--- src/verilog/rbz_consts.svh ---
`ifndef RBZ_CONSTS_SVH
`define RBZ_CONSTS_SVH

// 640x480 VGA line timing, in pixel clocks
`define RBZ_H_VIEW            640
`define RBZ_H_SYNC_START      656
`define RBZ_H_SYNC_END        752
`define RBZ_H_TOTAL           800
`define RBZ_HALF_VIEW         320

// Frame timing, in lines
`define RBZ_V_VIEW            480
`define RBZ_V_SYNC_START      490
`define RBZ_V_SYNC_END        492
`define RBZ_V_TOTAL           525

// Texture flash stream, counted in tex sclk cycles from stream start
`define RBZ_TEXEL_COUNT       64
`define RBZ_TSPI_CMD          8'h6B
`define RBZ_TSPI_CMD_LEN      8
`define RBZ_TSPI_ADDR_END     32
`define RBZ_TSPI_PREAMBLE_LEN 40
`define RBZ_TSPI_STREAM_LEN   168
`define RBZ_TSPI_READ_START   600

// Register SPI command bytes (code 4 is not assigned)
`define RBZ_CMD_SKY           8'd0
`define RBZ_CMD_FLOOR         8'd1
`define RBZ_CMD_VSHIFT        8'd2
`define RBZ_CMD_SLICE         8'd3
`define RBZ_CMD_TEXADD0       8'd5
`define RBZ_CMD_TEXADD1       8'd6
`define RBZ_CMD_TEXADD2       8'd7
`define RBZ_CMD_TEXADD3       8'd8

// Background colours out of reset, BBGGRR
`define RBZ_DEF_SKY           6'b010101
`define RBZ_DEF_FLOOR         6'b101010

`endif
--- src/verilog/rbz_pkg.sv ---
package rbz_pkg;

  // Flash address of one wall slice, MSB first as declared
  typedef struct packed {
    logic [8:0] unused;     // Spare address range, always 0 in the base
    logic [1:0] wall_idx;   // Wall id minus one
    logic       side;       // 0 or 1
    logic [5:0] texu;       // Slice column within the texture
    logic [5:0] texel;      // Texel 0..63 within the slice, 0 in the base
  } rbz_slice_fields_t;

  // Built field by field in reg_spi, added to and shifted out raw in tex_qspi
  typedef union packed {
    logic [23:0]       raw;
    rbz_slice_fields_t f;
  } rbz_slice_addr_u;

endpackage

--- src/verilog/rbzero_top.sv ---
`timescale 1ns/1ps

module rbzero_top
  import rbz_pkg::*;
(
  input  logic       clk,
  input  logic       reset,
  // Register SPI slave
  input  logic       i_reg_ss_n,
  input  logic       i_reg_sclk,
  input  logic       i_reg_mosi,
  // Texture flash, QSPI master
  output logic       o_tex_csb,
  output logic       o_tex_sclk,
  output logic       o_tex_out0,
  output logic       o_tex_oeb0,
  input  logic [2:0] i_tex_in,
  // VGA
  output logic       o_hsync_n,
  output logic       o_vsync_n,
  output logic [5:0] o_rgb,
  output logic       o_hblank,
  output logic       o_vblank,
  output logic [9:0] o_hpos,
  output logic [9:0] o_vpos
);

  logic            hsync, vsync;
  logic            visible;
  logic            frame_end;
  logic [5:0]      sky, floor, vshift;
  logic [1:0]      wall;
  logic [8:0]      half_size;
  rbz_slice_addr_u slice_addr;
  logic [23:0]     tex_addend;
  logic [5:0]      texv;
  logic [5:0]      texel_rgb;

  assign o_hsync_n = ~hsync;  // Negative syncs for 640x480
  assign o_vsync_n = ~vsync;

  vga_sync vga_sync0 (
    .clk         (clk),
    .reset       (reset),
    .o_hpos      (o_hpos),
    .o_vpos      (o_vpos),
    .o_hsync     (hsync),
    .o_vsync     (vsync),
    .o_hblank    (o_hblank),
    .o_vblank    (o_vblank),
    .o_visible   (visible),
    .o_hmax      (),           // Line end only used inside the counter
    .o_frame_end (frame_end)
  );

  reg_spi reg_spi0 (
    .clk          (clk),
    .reset        (reset),
    .i_frame_end  (frame_end),
    .i_ss_n       (i_reg_ss_n),
    .i_sclk       (i_reg_sclk),
    .i_mosi       (i_reg_mosi),
    .o_sky        (sky),
    .o_floor      (floor),
    .o_vshift     (vshift),
    .o_wall       (wall),
    .o_half_size  (half_size),
    .o_slice_addr (slice_addr),
    .o_tex_addend (tex_addend)
  );

  // Fetch in hblank feeds the following lines
  tex_qspi tex_qspi0 (
    .clk          (clk),
    .reset        (reset),
    .i_hpos       (o_hpos),
    .i_slice_addr (slice_addr),
    .i_tex_addend (tex_addend),
    .i_tex_in     (i_tex_in),
    .i_texv       (texv),
    .o_tex_csb    (o_tex_csb),
    .o_tex_sclk   (o_tex_sclk),
    .o_tex_out0   (o_tex_out0),
    .o_tex_oeb0   (o_tex_oeb0),
    .o_texel_rgb  (texel_rgb)
  );

  wall_column wall_column0 (
    .clk         (clk),
    .reset       (reset),
    .i_hpos      (o_hpos),
    .i_visible   (visible),
    .i_wall      (wall),
    .i_half_size (half_size),
    .i_vshift    (vshift),
    .i_sky       (sky),
    .i_floor     (floor),
    .i_texel_rgb (texel_rgb),
    .o_texv      (texv),
    .o_rgb       (o_rgb)
  );

endmodule

--- src/verilog/wall_column.sv ---
`timescale 1ns/1ps
`include "rbz_consts.svh"

module wall_column (
  input  logic       clk,
  input  logic       reset,
  input  logic [9:0] i_hpos,
  input  logic       i_visible,
  input  logic [1:0] i_wall,        // 0 means no wall
  input  logic [8:0] i_half_size,
  input  logic [5:0] i_vshift,
  input  logic [5:0] i_sky,
  input  logic [5:0] i_floor,
  input  logic [5:0] i_texel_rgb,   // Texel at o_texv, same cycle
  output logic [5:0] o_texv,
  output logic [5:0] o_rgb          // One clock behind hpos
);

  logic [10:0] span_pos;   // hpos + half_size, span starts where this hits 320
  logic [10:0] span_off;   // Pixels from span start
  logic        in_span;
  logic        left_half;

  // Span is [320 - half, 320 + half); all terms kept non-negative
  assign span_pos = {1'b0, i_hpos} + {2'b00, i_half_size};
  assign in_span  = (span_pos >= 11'(`RBZ_HALF_VIEW)) &&
                    ({1'b0, i_hpos} < 11'(`RBZ_HALF_VIEW) + {2'b00, i_half_size});
  assign span_off = span_pos - 11'(`RBZ_HALF_VIEW);

  // Each texel stretched over 8 pixels, then shifted, wrapping at 64
  assign o_texv = span_off[8:3] + i_vshift;

  assign left_half = (i_hpos < 10'(`RBZ_HALF_VIEW));

  always_ff @(posedge clk) begin
    if (reset) begin
      o_rgb <= '0;
    end else if (!i_visible) begin
      o_rgb <= '0;                 // Black in blanking
    end else if (i_wall != 2'd0 && in_span) begin
      o_rgb <= i_texel_rgb;
    end else if (left_half) begin
      o_rgb <= i_floor;            // Floor on the left
    end else begin
      o_rgb <= i_sky;
    end
  end

endmodule

--- src/verilog/tex_qspi.sv ---
`timescale 1ns/1ps
`include "rbz_consts.svh"

module tex_qspi
  import rbz_pkg::*;
(
  input  logic            clk,
  input  logic            reset,
  input  logic [9:0]      i_hpos,
  input  rbz_slice_addr_u i_slice_addr,  // Stable all frame
  input  logic [23:0]     i_tex_addend,
  input  logic [2:0]      i_tex_in,      // Flash io[2:0], io3 is not wired
  input  logic [5:0]      i_texv,
  output logic            o_tex_csb,
  output logic            o_tex_sclk,
  output logic            o_tex_out0,
  output logic            o_tex_oeb0,    // 1 when io[0] is an input
  output logic [5:0]      o_texel_rgb
);

  localparam logic [7:0] TSPI_CMD = `RBZ_TSPI_CMD;

  logic [9:0]  state;          // Stream state of this clock
  logic [9:0]  next_state;     // Stream state of the next clock
  logic [23:0] start_addr;
  logic [2:0]  cmd_idx;
  logic [4:0]  addr_idx;
  logic        out0_next;
  logic        data_present;
  logic [`RBZ_TEXEL_COUNT-1:0] tex_r0, tex_r1;
  logic [`RBZ_TEXEL_COUNT-1:0] tex_g0, tex_g1;
  logic [`RBZ_TEXEL_COUNT-1:0] tex_b0, tex_b1;

  // Flash clock runs flat out; out0 changes on clk rise, flash samples half a clock later
  assign o_tex_sclk = ~clk;

  // Stream runs from hpos 600 into hblank, states before hpos 600 wrap high
  assign state      = i_hpos - 10'(`RBZ_TSPI_READ_START);
  assign next_state = i_hpos - 10'(`RBZ_TSPI_READ_START - 1);

  assign start_addr = i_slice_addr.raw + i_tex_addend;
  assign cmd_idx    = 3'd7 - next_state[2:0];    // MSB first
  assign addr_idx   = 5'd31 - next_state[4:0];   // 23 down to 0 over states 8..31

  assign out0_next =
    (next_state < 10'(`RBZ_TSPI_CMD_LEN))  ? TSPI_CMD[cmd_idx] :
    (next_state < 10'(`RBZ_TSPI_ADDR_END)) ? start_addr[addr_idx] :
    1'b0;                                        // Dummy clocks and data phase

  // Pins are registered one state ahead, so they line up with hpos exactly
  always_ff @(posedge clk) begin
    if (reset) begin
      o_tex_csb  <= 1'b1;
      o_tex_out0 <= 1'b0;
      o_tex_oeb0 <= 1'b1;
    end else begin
      o_tex_csb  <= !(next_state < 10'(`RBZ_TSPI_STREAM_LEN));
      o_tex_out0 <= out0_next;
      o_tex_oeb0 <= (next_state >= 10'(`RBZ_TSPI_ADDR_END));
    end
  end

  // 128 nibbles after the preamble
  assign data_present = (state >= 10'(`RBZ_TSPI_PREAMBLE_LEN)) &&
                        (state < 10'(`RBZ_TSPI_STREAM_LEN));

  // Sample where flash data is stable; each buffer fills from the top,
  // so texel 0 ends at index 0
  always_ff @(posedge o_tex_sclk) begin
    if (data_present) begin
      if (!state[0]) begin
        // Low nibble, colour LSBs
        tex_r0 <= {i_tex_in[0], tex_r0[`RBZ_TEXEL_COUNT-1:1]};
        tex_g0 <= {i_tex_in[1], tex_g0[`RBZ_TEXEL_COUNT-1:1]};
        tex_b0 <= {i_tex_in[2], tex_b0[`RBZ_TEXEL_COUNT-1:1]};
      end else begin
        // High nibble, colour MSBs
        tex_r1 <= {i_tex_in[0], tex_r1[`RBZ_TEXEL_COUNT-1:1]};
        tex_g1 <= {i_tex_in[1], tex_g1[`RBZ_TEXEL_COUNT-1:1]};
        tex_b1 <= {i_tex_in[2], tex_b1[`RBZ_TEXEL_COUNT-1:1]};
      end
    end
  end

  assign o_texel_rgb = {tex_b1[i_texv], tex_b0[i_texv],
                        tex_g1[i_texv], tex_g0[i_texv],
                        tex_r1[i_texv], tex_r0[i_texv]};  // BBGGRR

endmodule

--- src/verilog/reg_spi.sv ---
`timescale 1ns/1ps
`include "rbz_consts.svh"

module reg_spi
  import rbz_pkg::*;
(
  input  logic            clk,
  input  logic            reset,
  input  logic            i_frame_end,   // Commit strobe
  input  logic            i_ss_n,        // Async SPI pins
  input  logic            i_sclk,
  input  logic            i_mosi,
  output logic [5:0]      o_sky,
  output logic [5:0]      o_floor,
  output logic [5:0]      o_vshift,
  output logic [1:0]      o_wall,        // 0 means no wall
  output logic [8:0]      o_half_size,
  output rbz_slice_addr_u o_slice_addr,
  output logic [23:0]     o_tex_addend   // Addend for the current wall only
);

  logic [2:0]  ss_sr;                      // [1] is synced, [2] is the previous sample
  logic [2:0]  sclk_sr;
  logic [1:0]  mosi_sr;
  logic        ss_active, ss_rise, sclk_rise, mosi_bit;
  logic [5:0]  bit_cnt;                    // Saturates, so overlong transfers are dropped
  logic [7:0]  cmd;
  logic [23:0] payload;                    // Last bits shifted in, right aligned
  logic [5:0]  payload_len;
  logic        xfer_done;
  logic [5:0]  sky_sh, floor_sh, vshift_sh;
  logic [1:0]  wall_sh;
  logic        side_sh, side_r;
  logic [5:0]  texu_sh, texu_r;
  logic [8:0]  half_sh;
  logic [23:0] texadd_sh [4];
  logic [23:0] texadd_r [4];
  logic [1:0]  wall_idx;

  always_ff @(posedge clk) begin
    if (reset) begin
      ss_sr   <= 3'b111;                   // Deselected, no false edge
      sclk_sr <= 3'b000;
    end else begin
      ss_sr   <= {ss_sr[1:0], i_ss_n};
      sclk_sr <= {sclk_sr[1:0], i_sclk};
    end
  end

  always_ff @(posedge clk) begin
    mosi_sr <= {mosi_sr[0], i_mosi};       // Same depth as sclk_sr[1]
  end

  assign ss_active = !ss_sr[1];
  assign ss_rise   = ss_sr[1] && !ss_sr[2];
  assign sclk_rise = sclk_sr[1] && !sclk_sr[2];
  assign mosi_bit  = mosi_sr[1];

  always_ff @(posedge clk) begin
    if (reset || !ss_active) begin
      bit_cnt <= '0;
      cmd     <= '0;
    end else if (sclk_rise) begin
      if (bit_cnt < 6'd8) cmd <= {cmd[6:0], mosi_bit};  // Command byte, MSB first
      if (bit_cnt != 6'd63) bit_cnt <= bit_cnt + 6'd1;
    end
  end

  always_ff @(posedge clk) begin
    if (ss_active && sclk_rise && bit_cnt >= 6'd8) begin
      payload <= {payload[22:0], mosi_bit};
    end
  end

  always_comb begin
    case (cmd)
      `RBZ_CMD_SKY, `RBZ_CMD_FLOOR, `RBZ_CMD_VSHIFT: payload_len = 6'd6;
      `RBZ_CMD_SLICE:                                payload_len = 6'd18;
      `RBZ_CMD_TEXADD0, `RBZ_CMD_TEXADD1,
      `RBZ_CMD_TEXADD2, `RBZ_CMD_TEXADD3:            payload_len = 6'd24;
      default:                                       payload_len = 6'd0;
    endcase
  end

  // Only an exact bit count on deselect counts as a write
  assign xfer_done = ss_rise && (bit_cnt == 6'd8 + payload_len) && (payload_len != 6'd0);

  always_ff @(posedge clk) begin
    if (reset) begin
      sky_sh       <= `RBZ_DEF_SKY;
      floor_sh     <= `RBZ_DEF_FLOOR;
      vshift_sh    <= '0;
      wall_sh      <= '0;
      side_sh      <= 1'b0;
      texu_sh      <= '0;
      half_sh      <= '0;
      texadd_sh[0] <= '0;
      texadd_sh[1] <= '0;
      texadd_sh[2] <= '0;
      texadd_sh[3] <= '0;
    end else if (xfer_done) begin
      case (cmd)
        `RBZ_CMD_SKY:     sky_sh    <= payload[5:0];
        `RBZ_CMD_FLOOR:   floor_sh  <= payload[5:0];
        `RBZ_CMD_VSHIFT:  vshift_sh <= payload[5:0];
        `RBZ_CMD_SLICE: begin
          wall_sh <= payload[17:16];        // Wall id
          side_sh <= payload[15];
          texu_sh <= payload[14:9];
          half_sh <= payload[8:0];          // Half-height in pixels
        end
        `RBZ_CMD_TEXADD0: texadd_sh[0] <= payload;
        `RBZ_CMD_TEXADD1: texadd_sh[1] <= payload;
        `RBZ_CMD_TEXADD2: texadd_sh[2] <= payload;
        `RBZ_CMD_TEXADD3: texadd_sh[3] <= payload;
        default: ;
      endcase
    end
  end

  // Live copies change only between frames
  always_ff @(posedge clk) begin
    if (reset) begin
      o_sky       <= `RBZ_DEF_SKY;
      o_floor     <= `RBZ_DEF_FLOOR;
      o_vshift    <= '0;
      o_wall      <= '0;
      side_r      <= 1'b0;
      texu_r      <= '0;
      o_half_size <= '0;
      texadd_r[0] <= '0;
      texadd_r[1] <= '0;
      texadd_r[2] <= '0;
      texadd_r[3] <= '0;
    end else if (i_frame_end) begin
      o_sky       <= sky_sh;
      o_floor     <= floor_sh;
      o_vshift    <= vshift_sh;
      o_wall      <= wall_sh;
      side_r      <= side_sh;
      texu_r      <= texu_sh;
      o_half_size <= half_sh;
      texadd_r    <= texadd_sh;
    end
  end

  assign wall_idx = o_wall - 2'd1;         // Wall ids 1..3 map to textures 0..2

  always_comb begin
    o_slice_addr.f.unused   = '0;
    o_slice_addr.f.wall_idx = wall_idx;
    o_slice_addr.f.side     = side_r;
    o_slice_addr.f.texu     = texu_r;
    o_slice_addr.f.texel    = '0;          // Slice base
  end

  assign o_tex_addend = texadd_r[wall_idx];

endmodule

--- src/verilog/vga_sync.sv ---
`timescale 1ns/1ps
`include "rbz_consts.svh"

module vga_sync (
  input  logic       clk,
  input  logic       reset,
  output logic [9:0] o_hpos,      // 0..799
  output logic [9:0] o_vpos,      // 0..524
  output logic       o_hsync,     // Active high, top inverts
  output logic       o_vsync,
  output logic       o_hblank,
  output logic       o_vblank,
  output logic       o_visible,
  output logic       o_hmax,      // Last clock of each line
  output logic       o_frame_end  // Last clock of the last visible line
);

  logic vmax;  // Last line of the frame

  assign o_hmax = (o_hpos == 10'(`RBZ_H_TOTAL - 1));
  assign vmax   = (o_vpos == 10'(`RBZ_V_TOTAL - 1));

  always_ff @(posedge clk) begin
    if (reset) begin
      o_hpos <= '0;
      o_vpos <= '0;
    end else if (o_hmax) begin
      o_hpos <= '0;                              // Wrap line
      o_vpos <= vmax ? '0 : o_vpos + 10'd1;      // Next line or new frame
    end else begin
      o_hpos <= o_hpos + 10'd1;
    end
  end

  // Sync windows straight from the counters
  assign o_hsync = (o_hpos >= 10'(`RBZ_H_SYNC_START)) && (o_hpos < 10'(`RBZ_H_SYNC_END));
  assign o_vsync = (o_vpos >= 10'(`RBZ_V_SYNC_START)) && (o_vpos < 10'(`RBZ_V_SYNC_END));

  assign o_hblank  = (o_hpos >= 10'(`RBZ_H_VIEW));
  assign o_vblank  = (o_vpos >= 10'(`RBZ_V_VIEW));
  assign o_visible = !o_hblank && !o_vblank;

  // Registers commit here, so new values take effect for the whole next frame
  assign o_frame_end = o_hmax && (o_vpos == 10'(`RBZ_V_VIEW - 1));

endmodule

--- config.mk ---
export PLATFORM = sky130hd
export DESIGN_NAME = rbzero_top
export DESIGN_NICKNAME = d
export VERILOG_FILES = /design/src/verilog/rbz_pkg.sv /design/src/verilog/rbzero_top.sv /design/src/verilog/wall_column.sv /design/src/verilog/tex_qspi.sv /design/src/verilog/reg_spi.sv /design/src/verilog/vga_sync.sv
export VERILOG_INCLUDE_DIRS = /design/src /design/src/verilog
export SDC_FILE = /design/constraint.sdc
export NUM_CORES = 1
export LEC_CHECK = 0
export ABC_AREA = 1
export BUFFER_PORTS_ARGS = -buffer_cell sky130_fd_sc_hd__buf_2
export CAP_MARGIN = 10
export CELL_PAD_IN_SITES_DETAIL_PLACEMENT = 1
export CELL_PAD_IN_SITES_GLOBAL_PLACEMENT = 1
export CORE_MARGIN = 2
export CORE_UTILIZATION = 49
export DETAILED_ROUTE_END_ITERATION = 10
export PLACE_DENSITY_LB_ADDON = 0.1
export SYNTH_ARGS = -nofsm -noshare
export SYNTH_HDL_FRONTEND = slang
export SYNTH_HIERARCHICAL = 1
export SYNTH_SLANG_ARGS = --single-unit
--- constraint.sdc ---
create_clock -name clk -period 12.75 [get_ports clk]
set_input_delay 3.825 -clock clk [delete_from_list [all_inputs] [get_ports clk]]
set_output_delay 3.825 -clock clk [all_outputs]
set_load 0.02 [all_outputs]
[Word level (Yosys, flattened, before mapping)]
Memory sizes are Yosys's and may differ from the RTL's. A register that Yosys moved wholly into a read port is not among the register bits.
Cells that the tools add are included.
Operators by class
  equality and inequality tests: 12
  reduce and logical (&&, ||, !) cells: 38
  add/sub/neg operators: 14
  bitwise operators: 6
  mux-type cells: 26
  order comparisons: 21
Operators by type and width (number)
  $bmux 24 s2: 1
  $mux 24: 2
  $bmux 1 s6: 6
  $add 15x24->24: 1
  $eq 8x3->1 const B: 3
  $reduce_and 2->1: 12
  $add 10x1->10 const B: 2
  $eq 10x10->1 const B: 2
  $ge 10x10->1 const B: 2
  $ge 10x6->1 const B: 2
  $ge 10x9->1 const B: 2
  $lt 10x8->1 const B: 2
  $lt 10x9->1 const B: 2
  $sub 10x10->10 const B: 2
  $mux 6: 3
  $eq 8x2->1 const B: 2
  $logic_and 1x1->1: 13
  $add 10x9->11: 1
  $ge 11x9->1 const B: 1
  $lt 10x11->1: 1
  $add 9x9->10 const A: 1
  $eq 10x9->1 const B: 1
  $lt 10x10->1 const B: 1
  $lt 10x4->1 const B: 1
  31 further kinds: 51
Word-level totals
  output and inout port bits: 34
  word-level logic and storage cells: 159
  memories: 2
  memory bits (read-only): 72
  register bits: 723
Memories
  (name not given): depth 16, width 4, read ports 1, clocked after memory_dff 1, write ports 0, line reg_spi.sv:76  | case (cmd)
  (name not given): depth 8, width 1, read ports 1, clocked after memory_dff 0, write ports 0, line tex_qspi.sv:46  | (next_state < 10'(`RBZ_TSPI_CMD_LEN)) ? TSPI_CMD[cmd_idx] :

[Depth between registers and ports, before layout]
  depth in word-level cells: 10
  mapped depth: 25
  gate-level depth less buffers: 24

[Cells and area by module]
The synthesis kept the hierarchy.
By module, submodules not included
  tex_qspi: area each 17372.9 um^2, seq. area each 11591.1 um^2, cells an instance 1575, times used 1
  reg_spi: area each 12682.2 um^2, seq. area each 6526.3 um^2, cells an instance 1643, times used 1
  wall_column: area each 1306.3 um^2, seq. area each 120.1 um^2, cells an instance 196, times used 1
  vga_sync: area each 1208.7 um^2, seq. area each 400.4 um^2, cells an instance 180, times used 1
  rbzero_top: area each 7.5 um^2, seq. area each 0.0 um^2, cells an instance 2, times used 1

==> results.cfg <==
[timing]
finalHoldViolations = 0
slew_headroom_pct = 12.8
clock_skew_ns = 0.0996
drv_slew = 0
grt_setup_unrepaired = false
setup_viol = 0
tightest_slew_ns = 1.29
setup_tns_ns = 0

[place]
gp_congestion = 0.858
dp_hpwl_mm = 55.2
portBuffers = 41
dp_cells = 4322

[flow_run]
cap_viol_max_count = 0

[clock_tree]
cts_tree = yes
cts_hold_buf = 0
ctsRootBufferMaster = clkbuf_16
cts-htree-levels = 3
cts-buffers-inserted = 112
post_cts_buffers = 0
clockBufferDepth = 3
cts.reportedPaths.clkPinSlew_ns = 0.09
clk-insertion-delay-late_ns = 0.76
cts.repair.resized = 0

[worst_setup_path]
r2r_start = vga_sync0/o_hpos[4]
crit_slowest_cell = clkbuf_16
setup.worst_path.start_class = clock port
cp_common_cell = clkbuf_16
path_delay_family = buffers and inverters
ff2ff_path_depth = 10
cp.arrival_ns = 7.24
setup.worst_path.class = clock port to output pin
regToRegEndpoint = tex_qspi0/tex_r0[29]
critPathMaxFanout = 18
cpPeakStageDelay_ns = 0.25
path_buf_inv = 5
required_ns = 8.92
worst_setup_path_end_kind = output pin
r2r_slack_ns = 2.77
cp_cell_sequence = clkbuf_16 > clkbuf_16 > clkbuf_16 > clkinvlp_4 > buf_2

[floorplanning]
die_w_um = 262
num_rows = 94
coreArea_um2 = 65700
top_level_ports = 42
start_util_pct = 49.6
dieArea_um2 = 68600
die_h_um = 262

[logic_synthesis]
netlist_area_um2 = 32600
synth_edf_count = 408
avgSynthCellArea_um2 = 9.06
synth_top_flop_cell = edfxtp_1
synth_cell_types = 55
yosysSeqAreaShare_pct = 57.2
yosysTopAreaCell = edfxtp_1
synth-seq-cells = 727
netlist_instances = 3596
synthDominantCellAreaShare_pct = 37.6
synth_warnings = 6
synthTopCellsByArea = edfxtp_1 (38%), dfxtp_1 (20%), nor2_1 (8.3%)
async_reset_ff_share_pct = 0

[global_routing]
grt_pass1_wl_mm = 181
grt_use_total_pct = 34.0
antenna_found_initial = 2
first_global_vias = 32100
gr-total-overflow = 0
grt_max_degree = 193

[power]
p_per_area_nw_per_um2 = 183
total_power_uw = 7280
peakVddDrop_v = 0.000131
cellLeakagePower_uw = 0.0145

[routing]
avgViaCountPerCell = 6.03
wl_mm = 116
drc = 0
via_count = 29500
ant_nets = 0
drtIter0Drc = 2602
routedWlPerCell_um = 23.8
drt_pass1_iterations = 6

[outcome]
status = finished, final reports clean

[min_path]
hold_depth = 0
worstHoldStart = reg_spi0/mosi_sr[0]
hp-class = flip-flop to flip-flop
min_to = reg_spi0/mosi_sr[1]

[finish]
drive_gt1_share_pct = 18.6
fin_nets = 4028
fin_cells = 4888
synthToLayoutAreaGrowth_pct = 22.4
multi_input_area_um2 = 12200
fillCellCount = 7372
seqCellArea_um2 = 18600
diodes = 0
how the worst max path moves through the flow:
stage / start / to / slack [ns] / cells past startpoint
2_1_floorplan: vga_sync0/o_hpos[4] / tex_qspi0/tex_b1[0] / -0.71 / 9
3_3_place_gp: clk / o_tex_sclk / 0.1 / 2
3_5_place_dp: clk / o_tex_sclk / 0.1 / 2
4_1_cts: clk / o_tex_sclk / 1.66 / 5
5_1_grt: clk / o_tex_sclk / 1.66 / 5
6_report: clk / o_tex_sclk / 1.68 / 5
registers in the layout, indices dropped and copies added, names as in the netlist, 24 cells and up, named ones only:
| name | flops |
|---|---|
| tex_qspi0/tex_b0 | 64 |
| reg_spi0/payload | 24 |
| tex_qspi0/tex_g0 | 64 |
| tex_qspi0/tex_r1 | 64 |
| tex_qspi0/tex_g1 | 64 |
| tex_qspi0/tex_r0 | 64 |
| tex_qspi0/tex_b1 | 64 |
| reg_spi0/texadd_sh | 96 |
| reg_spi0/texadd_r | 96 |
worst register-to-register path: cells and delay by family, from the launching register on:
kind / cells / cell delay, ns
flip-flops: 1 / 0.67
AND/OR/NAND/NOR: 4 / 1.02
AO/OA/AOI/OAI: 3 / 0.44
buffers and inverters: 2 / 0.77
adder cells (fa/ha/maj): 1 / 0.32
power by group:
| part | switching, uW | internal, uW |
|---|---|---|
| Clock | 2510 | 2230 |
| Sequential | 3.34 | 2460 |
| Combinational | 61.1 | 24.1 |
| Total | 2570 | 4710 |
per-stage QoR:
| step | utilization, % | hold WS, ns | instance area (um2) | worst slack (ns) |
|---|---|---|---|---|
| after floorplan | - | 0.310 | 32600 | -0.713 |
| after global placement | 50.7 | 0.366 | 33300 | 0.0985 |
| after detailed placement | 50.7 | 0.382 | 33300 | 0.0985 |
| after CTS | 60.6 | 0.384 | 39900 | 1.66 |
| after global routing | 60.6 | 0.384 | 39900 | 1.66 |
| final | 60.6 | 0.385 | 39900 | 1.68 |
area by class of cell:
class | count | area share, %
sequential | 727 | 46.8
tap | 864 | 2.71
timing repair buffer | 78 | 1.28
multi-input combinational | 2428 | 30.7
inverter | 223 | 2.12
clock buffer | 133 | 7.46
clock inverter | 435 | 8.97
synthesized netlist by cell type, types with 3 or more instances:
cell      instances
a21oi_1         170
a22oi_1          20
and2_1            3
buf_1             6
buf_2            45
buf_4            29
clkbuf_1        150
dfxtp_1         319
edfxtp_1        408
fa_1              3
ha_1             61
inv_1           201
inv_2            22
mux2i_1           6
nand2_1         482
nand2_2          14
nand2_4           5
nand3_1         119
nand3_2          10
nand3b_1          6
nand4_1         141
nor2_1          719
nor2_2           18
nor2_4            6
nor3_1           11
nor3_2            3
nor4_1            4
o211ai_1          9
o21ai_0         373
o21ai_1          14
o21ai_2           3
o21bai_1          5
o221ai_1         16
o22ai_1         120
o31ai_1          20
o32ai_1           4
or2_2             6
xnor2_1           4
xor2_1           19
layer usage:
layer / track usage, % / wire, um / up-vias
met5: 0 / 8 / -
met4: 17.8 / 4980 / 2
met3: 6.99 / 7660 / 363
met2: 56.7 / 57000 / 1322
met1: 41.7 / 46900 / 14700
li1: - / - / 13100
cell usage in the layout (no fill, tap or decap), drive strengths merged, types with 129 or more instances in the layout:
cell type and count:
o21ai 390, nand4 141, edfxtp 408, inv 236, clkinvlp 404, clkbuf 132, nand2 501, dfxtp 319
a21oi 174, nor2 743, nand3 129
cell families after synthesis:
logic type               count (synthesis)  synth area share [%]
AND/OR/NAND/NOR                       1556                  20.6
adder cells (fa/ha/maj)                 64                  2.53
other                                    1                0.0115
multiplexers                             7                 0.219
buffers and inverters                  455                  5.77
AO/OA/AOI/OAI                          763                  13.0
flip-flops                             727                  57.2
XOR/XNOR                                23                 0.618
No activity file was read; power rests on OpenSTA's default activity.
